`config.mk`:
```
export PLATFORM = sky130hd
export DESIGN_NAME = i2_issue_lane
export DESIGN_NICKNAME = d
export VERILOG_FILES = /design/src/hdl/i2_pkg.sv /design/src/hdl/i2_bypass_if.sv /design/src/hdl/i2_stage_reg.sv /design/src/hdl/i2_decoder.sv /design/src/hdl/i2_operand_bypass.sv /design/src/hdl/i2_ex_stage.sv /design/src/hdl/i2_issue_lane.sv
export SDC_FILE = /design/constraint.sdc
export NUM_CORES = 1
export LEC_CHECK = 0
export ABC_AREA = 1
export BUFFER_PORTS_ARGS = -buffer_cell sky130_fd_sc_hd__buf_4
export CELL_PAD_IN_SITES_DETAIL_PLACEMENT = 1
export CELL_PAD_IN_SITES_GLOBAL_PLACEMENT = 1
export CORE_MARGIN = 3
export CORE_UTILIZATION = 42
export CTS_CLUSTER_DIAMETER = 150
export CTS_CLUSTER_SIZE = 24
export DETAILED_ROUTE_END_ITERATION = 8
export PLACE_DENSITY = 0.83
export SLEW_MARGIN = 15
export SYNTH_ARGS = -nofsm -noshare
export SYNTH_HDL_FRONTEND = slang
export SYNTH_SLANG_ARGS = --single-unit
```
`constraint.sdc`:
```
create_clock -name clk_i -period 5.7 [get_ports clk_i]
set_clock_uncertainty 0.05 [all_clocks]
set_input_delay 0.285 -clock clk_i [delete_from_list [all_inputs] [get_ports clk_i]]
set_output_delay 0.285 -clock clk_i [all_outputs]
set_load 0.1 [all_outputs]
```
`src/hdl/i2_pkg.sv`:
```
// Shared widths, opcodes, ALU operation codes and stage payloads of the second issue lane

package i2_pkg;

  //////////////////////////////
  // Widths
  //////////////////////////////

  parameter int XLEN       = 32; // RV32 datapath
  parameter int REG_ADDR_W = 5;  // x0..x31

  //////////////////////////////
  // Major opcodes accepted by the lane
  //////////////////////////////

  parameter logic [6:0] OPC_OP     = 7'b0110011; // Register-register ALU
  parameter logic [6:0] OPC_OP_IMM = 7'b0010011; // Register-immediate ALU

  // ALU operations, one per supported RV32I integer instruction pair
  typedef enum logic [3:0] {
    ALU_ADD  = 4'd0,
    ALU_SUB  = 4'd1,
    ALU_AND  = 4'd2,
    ALU_OR   = 4'd3,
    ALU_XOR  = 4'd4,
    ALU_SLL  = 4'd5,
    ALU_SRL  = 4'd6,
    ALU_SRA  = 4'd7,
    ALU_SLT  = 4'd8,
    ALU_SLTU = 4'd9
  } alu_op_e;

  // Chosen forwarding source of one operand
  typedef enum logic [1:0] {
    SRC_EX  = 2'd0, // Own EX result
    SRC_XFW = 2'd1, // Primary lane cross-forward
    SRC_WB  = 2'd2, // Own WB entry
    SRC_RF  = 2'd3  // Register file, also x0
  } src_sel_e;

  //////////////////////////////
  // Stage payloads
  //////////////////////////////

  // IF/ID payload, 64 bits
  typedef struct packed {
    logic [31:0]     instr; // Raw instruction word
    logic [XLEN-1:0] pc;    // Its address, kept alongside for tracking
  } fetch_t;

  // ID/EX payload, 74 bits
  typedef struct packed {
    alu_op_e               alu_op; // 4
    logic [XLEN-1:0]       op_a;   // Forwarded rs1
    logic [XLEN-1:0]       op_b;   // Forwarded rs2 or immediate
    logic [REG_ADDR_W-1:0] rd;     // Destination
    logic                  we;     // Low for x0 destinations
  } ex_req_t;

endpackage

```
`src/hdl/i2_bypass_if.sv`:
```
// Forwarding bus from the lane's EX/WB stages and the primary lane to the operand-bypass units
`timescale 1ns/10ps

interface i2_bypass_if;

  // Own EX stage, ALU output of the instruction in ID/EX
  logic                          ex_we;
  logic [i2_pkg::REG_ADDR_W-1:0] ex_waddr;
  logic [i2_pkg::XLEN-1:0]       ex_wdata;

  // Own WB stage, equals the register-file write port
  logic                          wb_we;
  logic [i2_pkg::REG_ADDR_W-1:0] wb_waddr;
  logic [i2_pkg::XLEN-1:0]       wb_wdata;

  // Primary lane cross-forward, driven from top-level ports
  logic                          xfw_we;
  logic [i2_pkg::REG_ADDR_W-1:0] xfw_waddr;
  logic [i2_pkg::XLEN-1:0]       xfw_wdata;

  // Producer side inside the lane
  modport ex_src (
    output ex_we, ex_waddr, ex_wdata,
    output wb_we, wb_waddr, wb_wdata
  );

  // Consumer side, one per source operand
  modport sink (
    input ex_we,  ex_waddr,  ex_wdata,
    input wb_we,  wb_waddr,  wb_wdata,
    input xfw_we, xfw_waddr, xfw_wdata
  );

endinterface

```
`src/hdl/i2_stage_reg.sv`:
```
// Valid/payload pipeline register of any payload type, holds on stall and empties on kill
`timescale 1ns/10ps

module i2_stage_reg #(
  parameter type payload_t = logic
) (
  input  logic     clk_i,
  input  logic     rst_i,
  input  logic     valid_i,   // Upstream offers an item
  input  payload_t data_i,
  input  logic     advance_i, // Pipeline moves this cycle
  input  logic     kill_i,    // Primary branch, drop the held item
  output logic     taken_o,   // Offered item accepted at this edge
  output logic     valid_o,
  output payload_t data_o
);

  logic     valid_q;
  payload_t data_q;

  // Accepted only when moving and not being flushed
  assign taken_o = valid_i && advance_i && !kill_i;

  // Control state
  always_ff @(posedge clk_i) begin
    if (rst_i || kill_i) begin
      valid_q <= 1'b0;
    end else if (advance_i) begin
      valid_q <= valid_i;                    // Bubble when nothing offered
    end
  end

  // Payload follows the accepted item only
  always_ff @(posedge clk_i) begin
    if (taken_o) begin
      data_q <= data_i;
    end
  end

  assign valid_o = valid_q;
  assign data_o  = data_q;

endmodule

```
`src/hdl/i2_decoder.sv`:
```
// Combinational RV32 decoder for the OP and OP-IMM groups, flags every other word
`timescale 1ns/10ps

module i2_decoder (
  input  logic                                valid_i,       // IF/ID holds a word
  input  i2_pkg::fetch_t                      fetch_i,
  output logic [1:0][i2_pkg::REG_ADDR_W-1:0]  rs_addr_o,     // rs1, rs2
  output i2_pkg::alu_op_e                     alu_op_o,
  output logic [i2_pkg::REG_ADDR_W-1:0]       rd_o,
  output logic                                we_o,          // Never set for x0
  output logic [i2_pkg::XLEN-1:0]             imm_o,
  output logic                                use_imm_o,     // Operand B from imm_o
  output logic                                issue_valid_o, // Goes on to ID/EX
  output logic                                unsupported_o  // Dropped, primary handles it
);

  logic [6:0] opcode;
  logic [2:0] funct3;
  logic [6:0] funct7;
  logic       is_op;
  logic       is_op_imm;
  logic       f7_zero;   // funct7 all zero
  logic       f7_alt;    // SUB/SRA marker
  logic       is_shift;
  logic       legal;

  assign opcode    = fetch_i.instr[6:0];
  assign funct3    = fetch_i.instr[14:12];
  assign funct7    = fetch_i.instr[31:25];
  assign is_op     = opcode == i2_pkg::OPC_OP;
  assign is_op_imm = opcode == i2_pkg::OPC_OP_IMM;
  assign f7_zero   = funct7 == 7'b0000000;
  assign f7_alt    = funct7 == 7'b0100000;
  assign is_shift  = funct3[1:0] == 2'b01; // SLL(I), SRL(I), SRA(I)

  //////////////////////////////
  // Operation and legality
  //////////////////////////////

  always_comb begin
    alu_op_o = i2_pkg::ALU_ADD;
    legal    = 1'b0;
    case (funct3)
      3'b000: begin
        // ADDI has no funct7, immediate bits live there
        alu_op_o = (is_op && f7_alt) ? i2_pkg::ALU_SUB : i2_pkg::ALU_ADD;
        legal    = is_op_imm || f7_zero || f7_alt;
      end
      3'b001: begin
        alu_op_o = i2_pkg::ALU_SLL;
        legal    = f7_zero;                  // SLLI too
      end
      3'b010: begin
        alu_op_o = i2_pkg::ALU_SLT;
        legal    = is_op_imm || f7_zero;
      end
      3'b011: begin
        alu_op_o = i2_pkg::ALU_SLTU;
        legal    = is_op_imm || f7_zero;
      end
      3'b100: begin
        alu_op_o = i2_pkg::ALU_XOR;
        legal    = is_op_imm || f7_zero;
      end
      3'b101: begin
        alu_op_o = f7_alt ? i2_pkg::ALU_SRA : i2_pkg::ALU_SRL;
        legal    = f7_zero || f7_alt;        // Same rule for SRLI/SRAI
      end
      3'b110: begin
        alu_op_o = i2_pkg::ALU_OR;
        legal    = is_op_imm || f7_zero;
      end
      default: begin
        alu_op_o = i2_pkg::ALU_AND;
        legal    = is_op_imm || f7_zero;
      end
    endcase
    legal = legal && (is_op || is_op_imm);   // Loads, stores, branches etc. dropped
  end

  //////////////////////////////
  // Registers and immediate
  //////////////////////////////

  assign rs_addr_o[0] = fetch_i.instr[19:15];
  assign rs_addr_o[1] = is_op ? fetch_i.instr[24:20] : '0; // x0 when imm form
  assign rd_o         = fetch_i.instr[11:7];
  assign we_o         = legal && (rd_o != '0);

  // Shift amount zero-extended, otherwise sign-extended I-type
  assign imm_o = is_shift ? {{(i2_pkg::XLEN-5){1'b0}}, fetch_i.instr[24:20]}
                          : {{(i2_pkg::XLEN-12){fetch_i.instr[31]}}, fetch_i.instr[31:20]};
  assign use_imm_o = is_op_imm;

  assign issue_valid_o = valid_i && legal;
  assign unsupported_o = valid_i && !legal;

endmodule

```
`src/hdl/i2_operand_bypass.sv`:
```
// Picks one source operand from EX, primary cross-forward, WB or register file, x0 reads zero
`timescale 1ns/10ps

module i2_operand_bypass (
  input  logic [i2_pkg::REG_ADDR_W-1:0] rs_addr_i,
  input  logic [i2_pkg::XLEN-1:0]       rf_rdata_i, // Combinational RF read
  i2_bypass_if.sink                     fwd,
  output logic [i2_pkg::XLEN-1:0]       operand_o,
  output i2_pkg::src_sel_e              src_o       // Winning source
);

  logic hit_ex;
  logic hit_xfw;
  logic hit_wb;

  // Address matches, x0 excluded up front
  assign hit_ex  = fwd.ex_we  && (fwd.ex_waddr  == rs_addr_i);
  assign hit_xfw = fwd.xfw_we && (fwd.xfw_waddr == rs_addr_i);
  assign hit_wb  = fwd.wb_we  && (fwd.wb_waddr  == rs_addr_i);

  // Youngest producer wins
  always_comb begin
    if (rs_addr_i == '0) begin
      operand_o = '0;                        // Hardwired zero
      src_o     = i2_pkg::SRC_RF;
    end else if (hit_ex) begin
      operand_o = fwd.ex_wdata;
      src_o     = i2_pkg::SRC_EX;
    end else if (hit_xfw) begin
      operand_o = fwd.xfw_wdata;             // Primary lane, same age as our EX
      src_o     = i2_pkg::SRC_XFW;
    end else if (hit_wb) begin
      operand_o = fwd.wb_wdata;
      src_o     = i2_pkg::SRC_WB;
    end else begin
      operand_o = rf_rdata_i;
      src_o     = i2_pkg::SRC_RF;
    end
  end

endmodule

```
`src/hdl/i2_ex_stage.sv`:
```
// Execute stage of the second lane, ALU plus EX/WB register feeding the register-file write port
`timescale 1ns/10ps

module i2_ex_stage (
  input  logic                          clk_i,
  input  logic                          rst_i,
  input  logic                          req_valid_i, // ID/EX valid
  input  i2_pkg::ex_req_t               req_i,
  input  logic                          pi_ready_i,  // Combined primary ready level
  input  logic                          pi_kill_i,   // Primary branch taken
  i2_bypass_if.ex_src                   fwd,
  output logic                          rf_we_o,
  output logic [i2_pkg::REG_ADDR_W-1:0] rf_waddr_o,
  output logic [i2_pkg::XLEN-1:0]       rf_wdata_o
);

  logic [i2_pkg::XLEN-1:0]       adder_b;
  logic [i2_pkg::XLEN-1:0]       sum;
  logic                          is_sub;
  logic [4:0]                    shamt;
  logic [i2_pkg::XLEN-1:0]       alu_result;
  logic                          ex_go;      // EX item moves into WB
  logic                          wb_we_q;
  logic [i2_pkg::REG_ADDR_W-1:0] wb_waddr_q;
  logic [i2_pkg::XLEN-1:0]       wb_wdata_q;

  //////////////////////////////
  // ALU
  //////////////////////////////

  // One adder for ADD and SUB
  assign is_sub  = req_i.alu_op == i2_pkg::ALU_SUB;
  assign adder_b = is_sub ? ~req_i.op_b : req_i.op_b;
  assign sum     = req_i.op_a + adder_b + {{(i2_pkg::XLEN-1){1'b0}}, is_sub};
  assign shamt   = req_i.op_b[4:0];           // Low five bits only

  always_comb begin
    case (req_i.alu_op)
      i2_pkg::ALU_ADD,
      i2_pkg::ALU_SUB:  alu_result = sum;
      i2_pkg::ALU_AND:  alu_result = req_i.op_a & req_i.op_b;
      i2_pkg::ALU_OR:   alu_result = req_i.op_a | req_i.op_b;
      i2_pkg::ALU_XOR:  alu_result = req_i.op_a ^ req_i.op_b;
      i2_pkg::ALU_SLL:  alu_result = req_i.op_a << shamt;
      i2_pkg::ALU_SRL:  alu_result = req_i.op_a >> shamt;
      i2_pkg::ALU_SRA:  alu_result = $signed(req_i.op_a) >>> shamt;
      i2_pkg::ALU_SLT:  alu_result = {{(i2_pkg::XLEN-1){1'b0}},
                                      $signed(req_i.op_a) < $signed(req_i.op_b)};
      i2_pkg::ALU_SLTU: alu_result = {{(i2_pkg::XLEN-1){1'b0}}, req_i.op_a < req_i.op_b};
      default:          alu_result = sum;
    endcase
  end

  // EX forwarding, held item keeps forwarding while stalled
  assign fwd.ex_we    = req_valid_i && req_i.we;
  assign fwd.ex_waddr = req_i.rd;
  assign fwd.ex_wdata = alu_result;

  //////////////////////////////
  // EX/WB register
  //////////////////////////////

  // Bubble on stall, nothing from EX on kill
  assign ex_go = req_valid_i && req_i.we && pi_ready_i && !pi_kill_i;

  always_ff @(posedge clk_i) begin
    if (rst_i) begin
      wb_we_q <= 1'b0;
    end else begin
      wb_we_q <= ex_go;
    end
  end

  always_ff @(posedge clk_i) begin
    if (ex_go) begin
      wb_waddr_q <= req_i.rd;
      wb_wdata_q <= alu_result;
    end
  end

  // WB entry is both the write port and a forwarding source
  assign fwd.wb_we    = wb_we_q;
  assign fwd.wb_waddr = wb_waddr_q;
  assign fwd.wb_wdata = wb_wdata_q;
  assign rf_we_o      = wb_we_q;
  assign rf_waddr_o   = wb_waddr_q;
  assign rf_wdata_o   = wb_wdata_q;

endmodule

```
`src/hdl/i2_issue_lane.sv`:
```
// Top of the second issue lane, connects the prefetch buffer, shared register file and primary lane
`timescale 1ns/10ps

module i2_issue_lane (
  input  logic                          clk_i,
  input  logic                          rst_i,
  // Prefetch buffer
  input  logic                          pfb_valid_i,
  input  logic [31:0]                   pfb_instr_i,
  input  logic [i2_pkg::XLEN-1:0]       pfb_pc_i,
  output logic                          pfb_pop_o,
  // Primary lane control
  input  logic                          pi_ready_i,  // Low stalls both lanes
  input  logic                          pi_kill_i,   // Branch taken in primary
  // Primary cross-forward
  input  logic                          xfw_we_i,
  input  logic [i2_pkg::REG_ADDR_W-1:0] xfw_waddr_i,
  input  logic [i2_pkg::XLEN-1:0]       xfw_wdata_i,
  // Shared register file
  output logic [i2_pkg::REG_ADDR_W-1:0] rf_raddr_a_o,
  output logic [i2_pkg::REG_ADDR_W-1:0] rf_raddr_b_o,
  input  logic [i2_pkg::XLEN-1:0]       rf_rdata_a_i,
  input  logic [i2_pkg::XLEN-1:0]       rf_rdata_b_i,
  output logic                          rf_we_o,
  output logic [i2_pkg::REG_ADDR_W-1:0] rf_waddr_o,
  output logic [i2_pkg::XLEN-1:0]       rf_wdata_o,
  output logic                          unsupported_o // Word left to the primary lane
);

  i2_pkg::fetch_t                       fetch_in;
  i2_pkg::fetch_t                       fetch_id;
  logic                                 id_valid;
  logic [1:0][i2_pkg::REG_ADDR_W-1:0]   rs_addr;
  i2_pkg::alu_op_e                      alu_op;
  logic [i2_pkg::REG_ADDR_W-1:0]        rd;
  logic                                 we;
  logic [i2_pkg::XLEN-1:0]              imm;
  logic                                 use_imm;
  logic                                 issue_valid;
  logic [1:0][i2_pkg::XLEN-1:0]         rf_rdata;
  logic [1:0][i2_pkg::XLEN-1:0]         operand;
  i2_pkg::ex_req_t                      req_id;
  i2_pkg::ex_req_t                      req_ex;
  logic                                 ex_valid;

  i2_bypass_if fwd_if ();

  //////////////////////////////
  // IF/ID
  //////////////////////////////

  assign fetch_in = '{instr: pfb_instr_i, pc: pfb_pc_i};

  i2_stage_reg #(.payload_t(i2_pkg::fetch_t)) if_id_reg (
    .clk_i     (clk_i),
    .rst_i     (rst_i),
    .valid_i   (pfb_valid_i),
    .data_i    (fetch_in),
    .advance_i (pi_ready_i),
    .kill_i    (pi_kill_i),
    .taken_o   (pfb_pop_o),                  // Pop equals accept
    .valid_o   (id_valid),
    .data_o    (fetch_id)
  );

  //////////////////////////////
  // ID
  //////////////////////////////

  i2_decoder decoder_i (
    .valid_i       (id_valid),
    .fetch_i       (fetch_id),
    .rs_addr_o     (rs_addr),
    .alu_op_o      (alu_op),
    .rd_o          (rd),
    .we_o          (we),
    .imm_o         (imm),
    .use_imm_o     (use_imm),
    .issue_valid_o (issue_valid),
    .unsupported_o (unsupported_o)
  );

  assign rf_raddr_a_o = rs_addr[0];
  assign rf_raddr_b_o = rs_addr[1];
  assign rf_rdata[0]  = rf_rdata_a_i;
  assign rf_rdata[1]  = rf_rdata_b_i;

  // Primary cross-forward straight onto the bus
  assign fwd_if.xfw_we    = xfw_we_i;
  assign fwd_if.xfw_waddr = xfw_waddr_i;
  assign fwd_if.xfw_wdata = xfw_wdata_i;

  for (genvar g = 0; g < 2; g++) begin : g_bypass
    i2_operand_bypass bypass_i (
      .rs_addr_i  (rs_addr[g]),
      .rf_rdata_i (rf_rdata[g]),
      .fwd        (fwd_if.sink),
      .operand_o  (operand[g]),
      .src_o      ()
    );
  end

  // Operand B replaced by the immediate for OP-IMM
  assign req_id = '{alu_op: alu_op,
                    op_a:   operand[0],
                    op_b:   use_imm ? imm : operand[1],
                    rd:     rd,
                    we:     we};

  //////////////////////////////
  // ID/EX and EX
  //////////////////////////////

  i2_stage_reg #(.payload_t(i2_pkg::ex_req_t)) id_ex_reg (
    .clk_i     (clk_i),
    .rst_i     (rst_i),
    .valid_i   (issue_valid),
    .data_i    (req_id),
    .advance_i (pi_ready_i),
    .kill_i    (pi_kill_i),
    .taken_o   (),
    .valid_o   (ex_valid),
    .data_o    (req_ex)
  );

  i2_ex_stage ex_stage_i (
    .clk_i       (clk_i),
    .rst_i       (rst_i),
    .req_valid_i (ex_valid),
    .req_i       (req_ex),
    .pi_ready_i  (pi_ready_i),
    .pi_kill_i   (pi_kill_i),
    .fwd         (fwd_if.ex_src),
    .rf_we_o     (rf_we_o),
    .rf_waddr_o  (rf_waddr_o),
    .rf_wdata_o  (rf_wdata_o)
  );

endmodule

```
---- Yosys cells after proc, flatten, opt, wreduce, memory -nomap -nowiden ----
Index checks and enable logic that the tools add are counted.
storage, ports and cells
  word-level logic and storage cells ...... 93
  register bits after elaboration ......... 146
  input bits .............................. 171
  output and inout bits ................... 50
cells by class
  reductions and logical operators ........ 30
  eq/ne operators ......................... 25
  multiplexer cells ....................... 16
  add/sub/neg operators ................... 2
  magnitude comparators ................... 2
  bitwise logic cells ..................... 4
  shifts and indexed selects .............. 3
operators by type and width
  operator              number
  $mux W32              10
  $pmux W32 S8          1
  $lt A32 B32 Y1        2
  $add A32 B1 Y32       1
  $add A32 B32 Y32      1
  $and A32 B32 Y32      1
  $not A32 Y32          1
  $or A32 B32 Y32       1
  $shl A32 B5 Y32       1
  $shr A32 B5 Y32       1
  $sshr A32 B5 Y32      1
  $xor A32 B32 Y32      1
  $eq A5 B5 Y1          6
  $pmux W4 S7           1
  $logic_and A1 B1 Y1   18
  $eq A4 B3 Y1 const B  4
  $eq A7 B6 Y1 const B  2
  $logic_not A5 Y1      2
  $eq A3 B3 Y1 const B  3
  $eq A4 B2 Y1 const B  2
  $eq A4 B4 Y1 const B  2
  $eq A7 B5 Y1 const B  1
  $logic_not A7 Y1      1
  $eq A3 B2 Y1 const B  2
  10 further kinds      16

---- Depth between registers and ports, before layout ----
Gate-level depths: netlist of the first run.
  depth after elaboration ................. 9
  gate-level depth with buffers ........... 22

---- Hierarchy ----
From an unflattened synthesis of the first run, not the netlist that was laid out.
second synthesis, totals
  cells, all modules ...................... 2997
  area, all modules ....................... 19652.6 µm²
by module, submodules not included
  module                     area an instance (µm²)  times used  cells an instance
  i2_ex_stage                10035.9                 1           1677
  i2_operand_bypass          2120.8                  2           468
  i2_stage_reg at id_ex_reg  2277.2                  1           83
  i2_stage_reg at if_id_reg  1976.9                  1           73
  i2_decoder                 629.4                   1           124
  i2_issue_lane              491.7                   1           104

---- Worst setup path after synthesis of the first run ----
No wires, ideal clock.
  kind .................................... input to register
  from .................................... input pi_kill_i
  to ...................................... register if_id_reg.data_q, in the netlist if_id_reg.data_o[32] (enable)
  cell stages on the path ................. 1
  data required time ...................... 5093 ps
  setup time .............................. 557 ps
  path buffers ............................ 0
  arrival ................................. 4568 ps
  slack ................................... 525 ps
  cell sequence ........................... nor3_1
on the way
  longest elaborated chain between the ends .. 2
RTL lines
  element                 RTL line             RTL
  start: declaration      i2_issue_lane.sv:14  input logic pi_kill_i,
  $logic_not A1 Y1        i2_stage_reg.sv:22   assign taken_o = valid_i && advance_i && !kill_i;
  $logic_and A1 B1 Y1     i2_stage_reg.sv:22
  end signal: assignment  i2_stage_reg.sv:36   data_q <= data_i;
  end: declaration        i2_stage_reg.sv:19   payload_t data_q;
No other way between the ends.
A chain may end at the register's enable or synchronous reset.

---- Final worst setup path of the first run ----
  from .................................... register id_ex_reg.data_q, in the netlist id_ex_reg.data_o[73]
  to ...................................... register id_ex_reg.data_q, in the netlist id_ex_reg.data_o[67] (data pin)
on the way
  longest elaborated chain between the ends .. 6
  elaborated cells on any way between the ends .. 14
  those cells by class .................... 2 x add/sub; 9 x eq/ne; 3 x mux
RTL lines
  element                          RTL line                 RTL
  start: declaration               i2_stage_reg.sv:19
  start signal: assignment         i2_stage_reg.sv:36
  $eq A4 B1 Y1                     i2_ex_stage.sv:32        assign is_sub = req_i.alu_op == i2_pkg::ALU_SUB;
  $mux W32                         i2_ex_stage.sv:33        assign adder_b = is_sub ? ~req_i.op_b : req_i.op_b;
  $add A32 B32 Y32                 i2_ex_stage.sv:34        assign sum = req_i.op_a + adder_b + {{(i2_pkg::XLEN-1){1'b0}}, is_sub};
  $add A32 B1 Y32                  i2_ex_stage.sv:34
  $pmux W32 S8 (*)                 i2_ex_stage.sv:38        case (req_i.alu_op)
  via ex_stage_i.fwd.ex_wdata[29]  i2_bypass_if.sv:23       output ex_we, ex_waddr, ex_wdata,
  $mux W32 (*)                     i2_operand_bypass.sv:26  end else if (hit_ex) begin
The timed path passes the listed nets; every way through them passes the cells marked *.

==> impl_metrics.json, run 1 <==
{
  "drt_iter0_drc": 1842,
  "ys_seq_area_share_pct": 26.1,
  "final_util_pct": 49.9,
  "ios": 221,
  "finalSetupTns_ns": 0,
  "place.gp.congestion": 0.980,
  "dr.pass1.iters": 5,
  "ir_worst_vdd_uv": 184,
  "grt_max_degree": 78,
  "grt_pass1_vias": 19873,
  "cts_buffers": 17,
  "antenna_found_initial": 1,
  "whs_endpoint": "ex_stage_i.fwd.wb_we",
  "core_area_um2": 38900,
  "p_clk_share_pct": 45.9,
  "drt-total-wl_mm": 79.5,
  "comb_power_share_pct": 8.9,
  "clkSlewWorstSetupHoldPaths_ns": 0.08,
  "core.rowCount": 72,
  "numPortBuffers": 188,
  "overflow": 0,
  "crit_chain": "nor2_1, nand2_1, buf_4, xor2_1, ha_1, a21oi_1, a21boi_0, o21ai_0, a21oi_1, nand3_1, nand3_1, nand2_1, o21ai_1, inv_1",
  "seq_power_share_pct": 45.2,
  "htreeDepth": 4,
  "maxSlewViolCount": 0,
  "final_common_cell": "nand2_1",
  "ant_nets": 0,
  "syn_inst": 2614,
  "timing.rr.start": "id_ex_reg.data_o[73]",
  "fillCellCount": 5219,
  "synth-edff-count": 143,
  "end_kind": "flip-flop",
  "insertion_delay_ns": 0.45,
  "powerDensity_nw_per_um2": 136,
  "cp_max_fo": 24,
  "power_leakage_nw": 9.44,
  "die_y_um": 205,
  "finalCritPeriodShare_pct": 72.4,
  "regArea_um2": 4350,
  "cp.buffers_inverters": 2,
  "place_ws_ns": 1.66,
  "fin_nets": 3058,
  "ys_ff_latch": 146,
  "cts_sinks": 146,
  "intPower_mw": 1.94,
  "p_sw_uw": 706,
  "crit_family": "compound AO/OA/AOI/OAI gates",
  "netSwitchingFraction_pct": 26.7,
  "wl_per_cell_um": 24.1,
  "synthFlopType": "edfxtp_1",
  "multi_input_area_um2": 10500,
  "max_freq_mhz": 242,
  "hold_violations": 0,
  "start_kind": "flip-flop",
  "arrival_ns": 4.28,
  "tightest_slew_ns": 1.06,
  "synth_cell_type_count": 55,
  "holdPathStages": 4,
  "dpl_cell_area_um2": 18400,
  "min_from": "rst_i",
  "final_area_um2": 19400,
  "dieArea_um2": 42200,
  "fin_ws_ns": 1.57,
  "run_status": "completed",
  "crit_type": "flip-flop to flip-flop",
  "report.final.setup_viol": 0,
  "cp_slowest_stage_delay_ns": 0.49,
  "most-common-layout-cells": "nand2_1 (797), nand3_1 (345), inv_1 (302)",
  "grt_pass1_wl_mm": 120,
  "period_needed_ns": 4.13,
  "ff2ff_path_depth": 14,
  "slew_headroom_pct": 29.5,
  "grt_usage_pct": 37.3,
  "drc_errors": 0,
  "rsz0062_at_grt": "no",
  "dp_hpwl_mm": 61.7,
  "required_ns": 5.85,
  "yosys_warnings": 0,
  "synthTopCellsByArea": "edfxtp_1 (26%), nand2_1 (18%), nand3_1 (10%)",
  "drv_cap": 0,
  "r2r-end": "id_ex_reg.data_o[67]",
  "avgSynthCellArea_um2": 6.39,
  "antenna_cells": 0,
  "synth_area_um2": 16700,
  "vias_per_cell": 5.95,
  "drive_above_1_share_pct": 11.0,
  "reg2reg_setup_slack_ns": 1.57,
  "slowest_stage": "edfxtp_1",
  "die_w_um": 205,
  "synthArstFlopShare_pct": 0,
  "via_count": 19589,
  "hp-class": "primary input to flip-flop",
  "syn_nets": 2913,
  "cts_buffer_depth": 2,
  "start_util_pct": 42.9,
  "cts_tree": "done",
  "synth_top_cell_area_share_pct": 25.7,
  "root_buffer": "clkbuf_16",
  "yosysTopAreaCell": "edfxtp_1",
  "area_growth_pct": 16.3
}
==> metrics by stage <==
step | power, mW | cells | hold slack (ns)
2_1_floorplan | 1.31 | 2614 | 0.324
3_3_place_gp | 1.42 | 3224 | 0.387
3_5_place_dp | 1.43 | 3224 | 0.392
4_1_cts | 2.63 | 3289 | 0.0614
5_1_grt | 2.70 | 3290 | 0.122
6_report | 2.64 | 3290 | 0.0828
==> cell usage after synthesis (7+ instances only) <==
library cell  number
nand4_1           21
a211oi_1          15
o22ai_1           15
inv_1            303
buf_1             20
clkbuf_1          46
nand3_1          345
a21oi_1          177
inv_2             22
buf_4              9
ha_1             127
o21a_1            12
o211ai_1          45
buf_2             50
nor3_1            28
o21ai_0          128
nor2_1           126
nand3b_1          10
xor2_1            37
o21bai_1           7
edfxtp_1         143
nor2_4             8
a31oi_1            7
clkinv_1          16
o21ai_1           31
nand2_1          797
==> how the worst max path moves through the flow <==
stage / from / endpoint / slack, ns / cells past startpoint
6_report: id_ex_reg.data_o[73] / id_ex_reg.data_o[67] / 1.57 / 14
5_1_grt: id_ex_reg.data_o[73] / id_ex_reg.data_o[37] / 1.29 / 14
4_1_cts: id_ex_reg.data_o[70] / id_ex_reg.data_o[67] / 1.63 / 15
3_5_place_dp: id_ex_reg.data_o[70] / id_ex_reg.data_o[67] / 1.66 / 15
3_3_place_gp: id_ex_reg.data_o[70] / id_ex_reg.data_o[67] / 1.70 / 15
2_1_floorplan: pi_kill_i / if_id_reg.data_o[32] / 0.53 / 1
==> layer usage <==
| layer | GRT usage (%) | wire (µm) |
|---|---|---|
| met2 | 59.6 | 35500 |
| met4 | 15.6 | 3800 |
| met5 | 0 | 13 |
| met1 | 50.7 | 33800 |
| met3 | 5.25 | 6320 |
==> final cells by class <==
cell class,count,area share [%]
multi-input combinational,2001,54.2
tap,518,3.34
inverter,341,6.59
clock buffer,17,2.19
clock inverter,15,1.08
sequential,146,22.4
timing repair buffer,252,10.2
==> timing repair <==
action / in CTS / in global routing
endpoints found under the hold margin: 33 / 0
hold buffers: 33 / 0
resized for setup: 0 / 0
buffers inserted: 0 / 0
==> sequential cells by signal (all words and copies together) (netlist names) <==
signal / cells
if_id_reg.data_o: 32
id_ex_reg.valid_o: 1
ex_stage_i.fwd.wb_waddr: 5
ex_stage_i.fwd.wb_wdata: 32
if_id_reg.valid_o: 1
ex_stage_i.fwd.wb_we: 1
id_ex_reg.data_o: 74
==> worst reg2reg max path: cells and delay by family (launching register included) <==
family	cells	cell delay [ns]
AO/OA/AOI/OAI	5	1.29
XOR/XNOR	1	0.21
adder cells (fa/ha/maj)	1	0.36
buffers and inverters	2	0.46
flip-flops	1	0.49
AND/OR/NAND/NOR	5	1.01
==> logic make-up after synthesis <==
logic type / after synthesis / share of synthesized area [%]
buffers and inverters: 467 / 11.1
adders and majority gates: 128 / 9.64
xor gates and xnor gates: 41 / 2.15
DFF: 146 / 26.1
and+or+nand+nor: 1371 / 35.4
AOI/OAI and AO/OA: 461 / 15.6
==> power groups by stage <==
stage	registers, mW	logic (mW)	clock network [mW]
floorplan	1.21	0.0925	0
global placement	1.22	0.202	0
detailed placement	1.22	0.209	0
CTS	1.19	0.228	1.21
global route	1.20	0.253	1.26
finish	1.19	0.235	1.21
(Power assumes the default switching activity.)
==> run 2: changes to the inputs <==
==> constraint.sdc (replaced) <==
create_clock -name clk_i -period 4.2 [get_ports clk_i]
set_clock_uncertainty 0.05 [all_clocks]
set_input_delay 0.21 -clock clk_i [delete_from_list [all_inputs] [get_ports clk_i]]
set_output_delay 0.21 -clock clk_i [all_outputs]
set_load 0.1 [all_outputs]
==> impl_metrics.json, run 2 (same netlist as run 1, synthesis figures left out) <==
{
  "cts_sinks": 146,
  "finalCritPeriodShare_pct": 92.5,
  "dieArea_um2": 42200,
  "required_ns": 4.36,
  "comb_power_share_pct": 9.0,
  "drv_cap": 0,
  "slowest_stage": "edfxtp_1",
  "cts_tree": "done",
  "largest_reg_flops": 74,
  "grt_pass1_vias": 20177,
  "final_cell_count_no_fill": 3316,
  "ir_worst_vdd_uv": 154,
  "core_area_um2": 38900,
  "grt_pass1_wl_mm": 123,
  "crit_chain": "nor2_1, nand2_1, buf_12, xor2_1, ha_1, a21oi_1, inv_1, a21oi_1, nand2_1, nand2_1, nand2_1, nand2_1, nand3_1, nand3_1, nand2_1, o21ai_1, inv_1",
  "timing.rr.start": "id_ex_reg.data_o[73]",
  "overflow": 0,
  "dr.pass1.iters": 5,
  "die_w_um": 205,
  "grt_usage_pct": 38.4,
  "intPower_mw": 2.57,
  "holdPathStages": 4,
  "arrival_ns": 4.04,
  "most-common-layout-cells": "nand2_1 (797), nand3_1 (345), inv_1 (302)",
  "wl_per_cell_um": 24.8,
  "period_needed_ns": 3.88,
  "dp_hpwl_mm": 63.4,
  "p_sw_mw": 1.01,
  "powerDensity_nw_per_um2": 182,
  "p_clk_share_pct": 45.7,
  "ff2ff_path_depth": 17,
  "rsz0062_at_grt": "no",
  "cts_buffer_depth": 2,
  "htreeDepth": 4,
  "whs_ns": 0.0896,
  "via_count": 19998,
  "hold_violations": 0,
  "antenna_found_initial": 2,
  "max_freq_mhz": 258,
  "drt-total-wl_mm": 82.1,
  "vias_per_cell": 6.03,
  "place.gp.congestion": 0.992,
  "reg2reg_setup_slack_ns": 0.32,
  "end_kind": "flip-flop",
  "clkSlewWorstSetupHoldPaths_ns": 0.09,
  "cp_max_fo": 31,
  "core.rowCount": 72,
  "min_from": "pi_kill_i",
  "ant_nets": 0,
  "final_common_cell": "nand2_1",
  "cp_slowest_stage_delay_ns": 0.49,
  "r2r-end": "id_ex_reg.data_o[66]",
  "dpl_cell_area_um2": 18700,
  "fin_nets": 3083,
  "slew_headroom_pct": 29.0,
  "crit_path_frequent_cell": "nand2_1",
  "seq_power_share_pct": 45.3,
  "netSwitchingFraction_pct": 28.1,
  "whs_endpoint": "id_ex_reg.valid_o",
  "die_y_um": 205,
  "power_leakage_nw": 9.57,
  "drive_above_1_share_pct": 11.8,
  "final_area_um2": 19600,
  "area_growth_pct": 17.7,
  "cts_buffers": 17,
  "report.final.setup_viol": 0,
  "start_util_pct": 42.9,
  "tightest_slew_ns": 1.06,
  "cp.buffers_inverters": 3,
  "drt_iter0_drc": 1996,
  "hp-class": "primary input to flip-flop",
  "place_inst": 3249,
  "numPortBuffers": 188,
  "drc_errors": 0,
  "ios": 221,
  "crit_type": "flip-flop to flip-flop",
  "start_kind": "flip-flop",
  "crit_family": "simple AND/OR/NAND/NOR gates",
  "insertion_delay_ns": 0.46,
  "grt_max_degree": 78,
  "finalSetupTns_ns": 0,
  "maxSlewViolCount": 0,
  "root_buffer": "clkbuf_16",
  "run_status": "completed"
}
==> run 2: changes by cell type in the layout (fill, tap and decap cells not counted), sizes merged <==
cell | previous run | this run
clkinvlp | 0 | 1
clkinv | 24 | 26
buf | 219 | 243
dlygate4sd3 | 33 | 34
inv | 331 | 329
diode | 0 | 1
bufinv | 1 | 0
==> run 2: worst min-delay path, delay by kind of cell <==
| kind | cells | cell delay, ns |
|---|---|---|
| buffers and inverters | 2 | 0.23 |
| AND/OR/NAND/NOR | 1 | 0.09 |
| AO/OA/AOI/OAI | 1 | 0.04 |
==> run 2: metal layers <==
metal	track usage, %	vias up	wire [µm]
met1	51.1	9792	34500
met5	0	-	13
met2	62.4	1029	37500
met4	16.3	2	3700
met3	5.47	184	6490
li1	-	8991	-
==> run 2: worst max path at each step <==
stage,slack [ns],to,from,cells after the start
floorplan,0.44,id_ex_reg.data_o[0],if_id_reg.data_o[35],11
global placement,0.64,id_ex_reg.data_o[67],id_ex_reg.data_o[73],14
detailed placement,0.54,id_ex_reg.data_o[67],id_ex_reg.data_o[73],14
CTS,0.47,id_ex_reg.data_o[64],id_ex_reg.data_o[73],18
global route,0.11,id_ex_reg.data_o[56],id_ex_reg.data_o[73],20
finish,0.32,id_ex_reg.data_o[66],id_ex_reg.data_o[73],17
==> run 2: stage by stage <==
stage | utilization (%) | power (mW) | setup slack [ns]
after CTS | 50.5 | 3.52 | 0.474
after floorplan | - | 1.77 | 0.438
final | 50.5 | 3.58 | 0.317
after global placement | 48.0 | 1.93 | 0.638
after detailed placement | 48.0 | 1.94 | 0.537
after global routing | 50.5 | 3.66 | 0.105
==> run 2: final cells by class <==
cell class,count,area [µm²]
timing repair buffer,277,2230
clock buffer,17,425
inverter,341,1280
fill,5268,19300
tap,518,648
multi-input combinational,2001,10500
clock inverter,15,193
antenna,1,2.50
sequential,146,4350
==> run 2: power by group through the flow <==
stage | Clock [mW] | Sequential [mW] | Combinational (mW)
2_1_floorplan | 0 | 1.65 | 0.126
3_3_place_gp | 0 | 1.65 | 0.275
3_5_place_dp | 0 | 1.65 | 0.284
4_1_cts | 1.59 | 1.62 | 0.312
5_1_grt | 1.69 | 1.62 | 0.346
6_report | 1.63 | 1.62 | 0.323
==> run 2: repair_timing <==
action / 4_1_cts / 5_1_grt
hold endpoints to repair: 35 / 0
buffers inserted: 0 / 0
hold buffers: 34 / 0
gates resized for setup: 0 / 0
==> run 3: changes to the inputs <==
==> constraint.sdc (replaced) <==
create_clock -name clk_i -period 4.2 [get_ports clk_i]
set_clock_uncertainty 0.05 [all_clocks]
set_input_delay 0.21 -clock clk_i [delete_from_list [all_inputs] [get_ports clk_i]]
set_output_delay 0.21 -clock clk_i [all_outputs]
set_load 0.05 [all_outputs]
==> impl_metrics.json, run 3 (same netlist as run 1, synthesis figures left out) <==
{
  "drc_errors": 0,
  "crit_path_frequent_cell": "nand2_1",
  "min_from": "pi_kill_i",
  "holdPathStages": 4,
  "cts_buffer_depth": 2,
  "grt_pass1_vias": 20117,
  "cts_buffers": 17,
  "insertion_delay_ns": 0.46,
  "timing.rr.start": "id_ex_reg.data_o[73]",
  "arrival_ns": 4.16,
  "ir_worst_vdd_uv": 258,
  "hold_violations": 0,
  "finalSetupTns_ns": 0,
  "crit_chain": "nor2_1, nand2_1, buf_12, xor2_1, fa_1, inv_1, nand2_1, o21ai_1, nand2_1, nand2_1, nand2_1, nand2_1, nand2_1, nand2_1, nand2_1, nand3_1, nand2_1, o21ai_1, inv_1",
  "fin_ws_ns": 0.184,
  "power_leakage_nw": 9.53,
  "largest_reg_flops": 74,
  "report.final.setup_viol": 0,
  "die_y_um": 205,
  "htreeDepth": 4,
  "cp_max_fo": 31,
  "run_status": "completed",
  "cts_tree": "done",
  "antenna_found_initial": 1,
  "required_ns": 4.35,
  "root_buffer": "clkbuf_16",
  "fin_nets": 3077,
  "final_area_um2": 19600,
  "tightest_slew_ns": 0.891,
  "fin_total_pwr_mw": 3.59,
  "most-common-layout-cells": "nand2_1 (797), nand3_1 (345), inv_1 (302)",
  "overflow": 0,
  "final_common_cell": "nand2_1",
  "cts_hold_buf": 35,
  "hp-class": "primary input to flip-flop",
  "r2r-end": "id_ex_reg.data_o[66]",
  "core.rowCount": 72,
  "reg2reg_setup_slack_ns": 0.18,
  "grt_usage_pct": 38.0,
  "drt-total-wl_mm": 81.4,
  "powerDensity_nw_per_um2": 183,
  "wl_per_cell_um": 24.6,
  "area_growth_pct": 17.2,
  "ios": 221,
  "finalCritPeriodShare_pct": 95.6,
  "cp_slowest_stage_delay_ns": 0.53,
  "drt_iter0_drc": 1969,
  "dp_hpwl_mm": 62.8,
  "crit_family": "simple AND/OR/NAND/NOR gates",
  "numPortBuffers": 188,
  "ant_nets": 0,
  "rsz0062_at_grt": "no",
  "post_cts_resized": 0,
  "whs_endpoint": "id_ex_reg.valid_o",
  "dpl_cell_area_um2": 18600,
  "die_w_um": 205,
  "slew_headroom_pct": 40.4,
  "core_area_um2": 38900,
  "drv_cap": 0,
  "via_count": 19854,
  "grt_max_degree": 78,
  "ff2ff_path_depth": 19,
  "crit_type": "flip-flop to flip-flop",
  "start_util_pct": 42.9,
  "grt_pass1_wl_mm": 122,
  "start_kind": "flip-flop",
  "dieArea_um2": 42200,
  "period_needed_ns": 4.02,
  "cts_sinks": 146,
  "clkSlewWorstSetupHoldPaths_ns": 0.08,
  "drive_above_1_share_pct": 11.5,
  "max_freq_mhz": 249,
  "slowest_stage": "o21ai_1",
  "vias_per_cell": 6.00,
  "dr.pass1.iters": 6,
  "place_ws_ns": 0.398,
  "maxSlewViolCount": 0,
  "place.gp.congestion": 1.01,
  "cts_setup_buffers": 0,
  "cp.buffers_inverters": 3,
  "end_kind": "flip-flop"
}
==> run 3: cell type report <==
class	count	area (µm²)
well taps	518	648
flip-flops and latches	146	4350
inverters	341	1280
repair buffers	271	2160
multi-input cells	2001	10500
clock inverters	14	180
clock buffers	18	429
diodes	1	2.50
fillers	5233	19400
==> run 3: per-layer routing <==
layer	GRT usage [%]	share of wire, %
met4	15.7	4.7
met2	62.2	46
met3	4.94	7.2
met1	50.8	43
met5	0	0
==> run 3: worst max-delay path by stage <==
stage | start | endpoint | slack (ns) | depth (start not counted)
final | id_ex_reg.data_o[73] | id_ex_reg.data_o[66] | 0.18 | 19
after global routing | id_ex_reg.data_o[73] | id_ex_reg.data_o[66] | 0.08 | 19
after CTS | id_ex_reg.data_o[73] | id_ex_reg.data_o[66] | 0.27 | 19
after detailed placement | id_ex_reg.data_o[73] | id_ex_reg.data_o[66] | 0.40 | 19
after global placement | id_ex_reg.data_o[73] | id_ex_reg.data_o[64] | 0.60 | 17
after floorplan | pi_ready_i | if_id_reg.data_o[32] | 0.14 | 2
==> run 3: tightest hold or removal path: cells and delay by family <==
kind,cells,cell delay (ns)
AOI/OAI and AO/OA,1,0.04
buffers and inverters,2,0.21
and+or+nand+nor,1,0.07
==> run 3: through the flow <==
step	std cells	utilization (%)	hold slack, ns
6_report	3310	50.3	0.0608
5_1_grt	3310	50.3	0.0846
4_1_cts	3309	50.3	0.0582
3_5_place_dp	3242	47.8	0.340
3_3_place_gp	3242	47.8	0.338
2_1_floorplan	2614	-	0.249
==> run 3: power breakdown <==
| part | switching, mW | internal [mW] |
|---|---|---|
| logic | 0.155 | 0.154 |
| clock network | 0.748 | 0.908 |
| registers | 0.0164 | 1.61 |
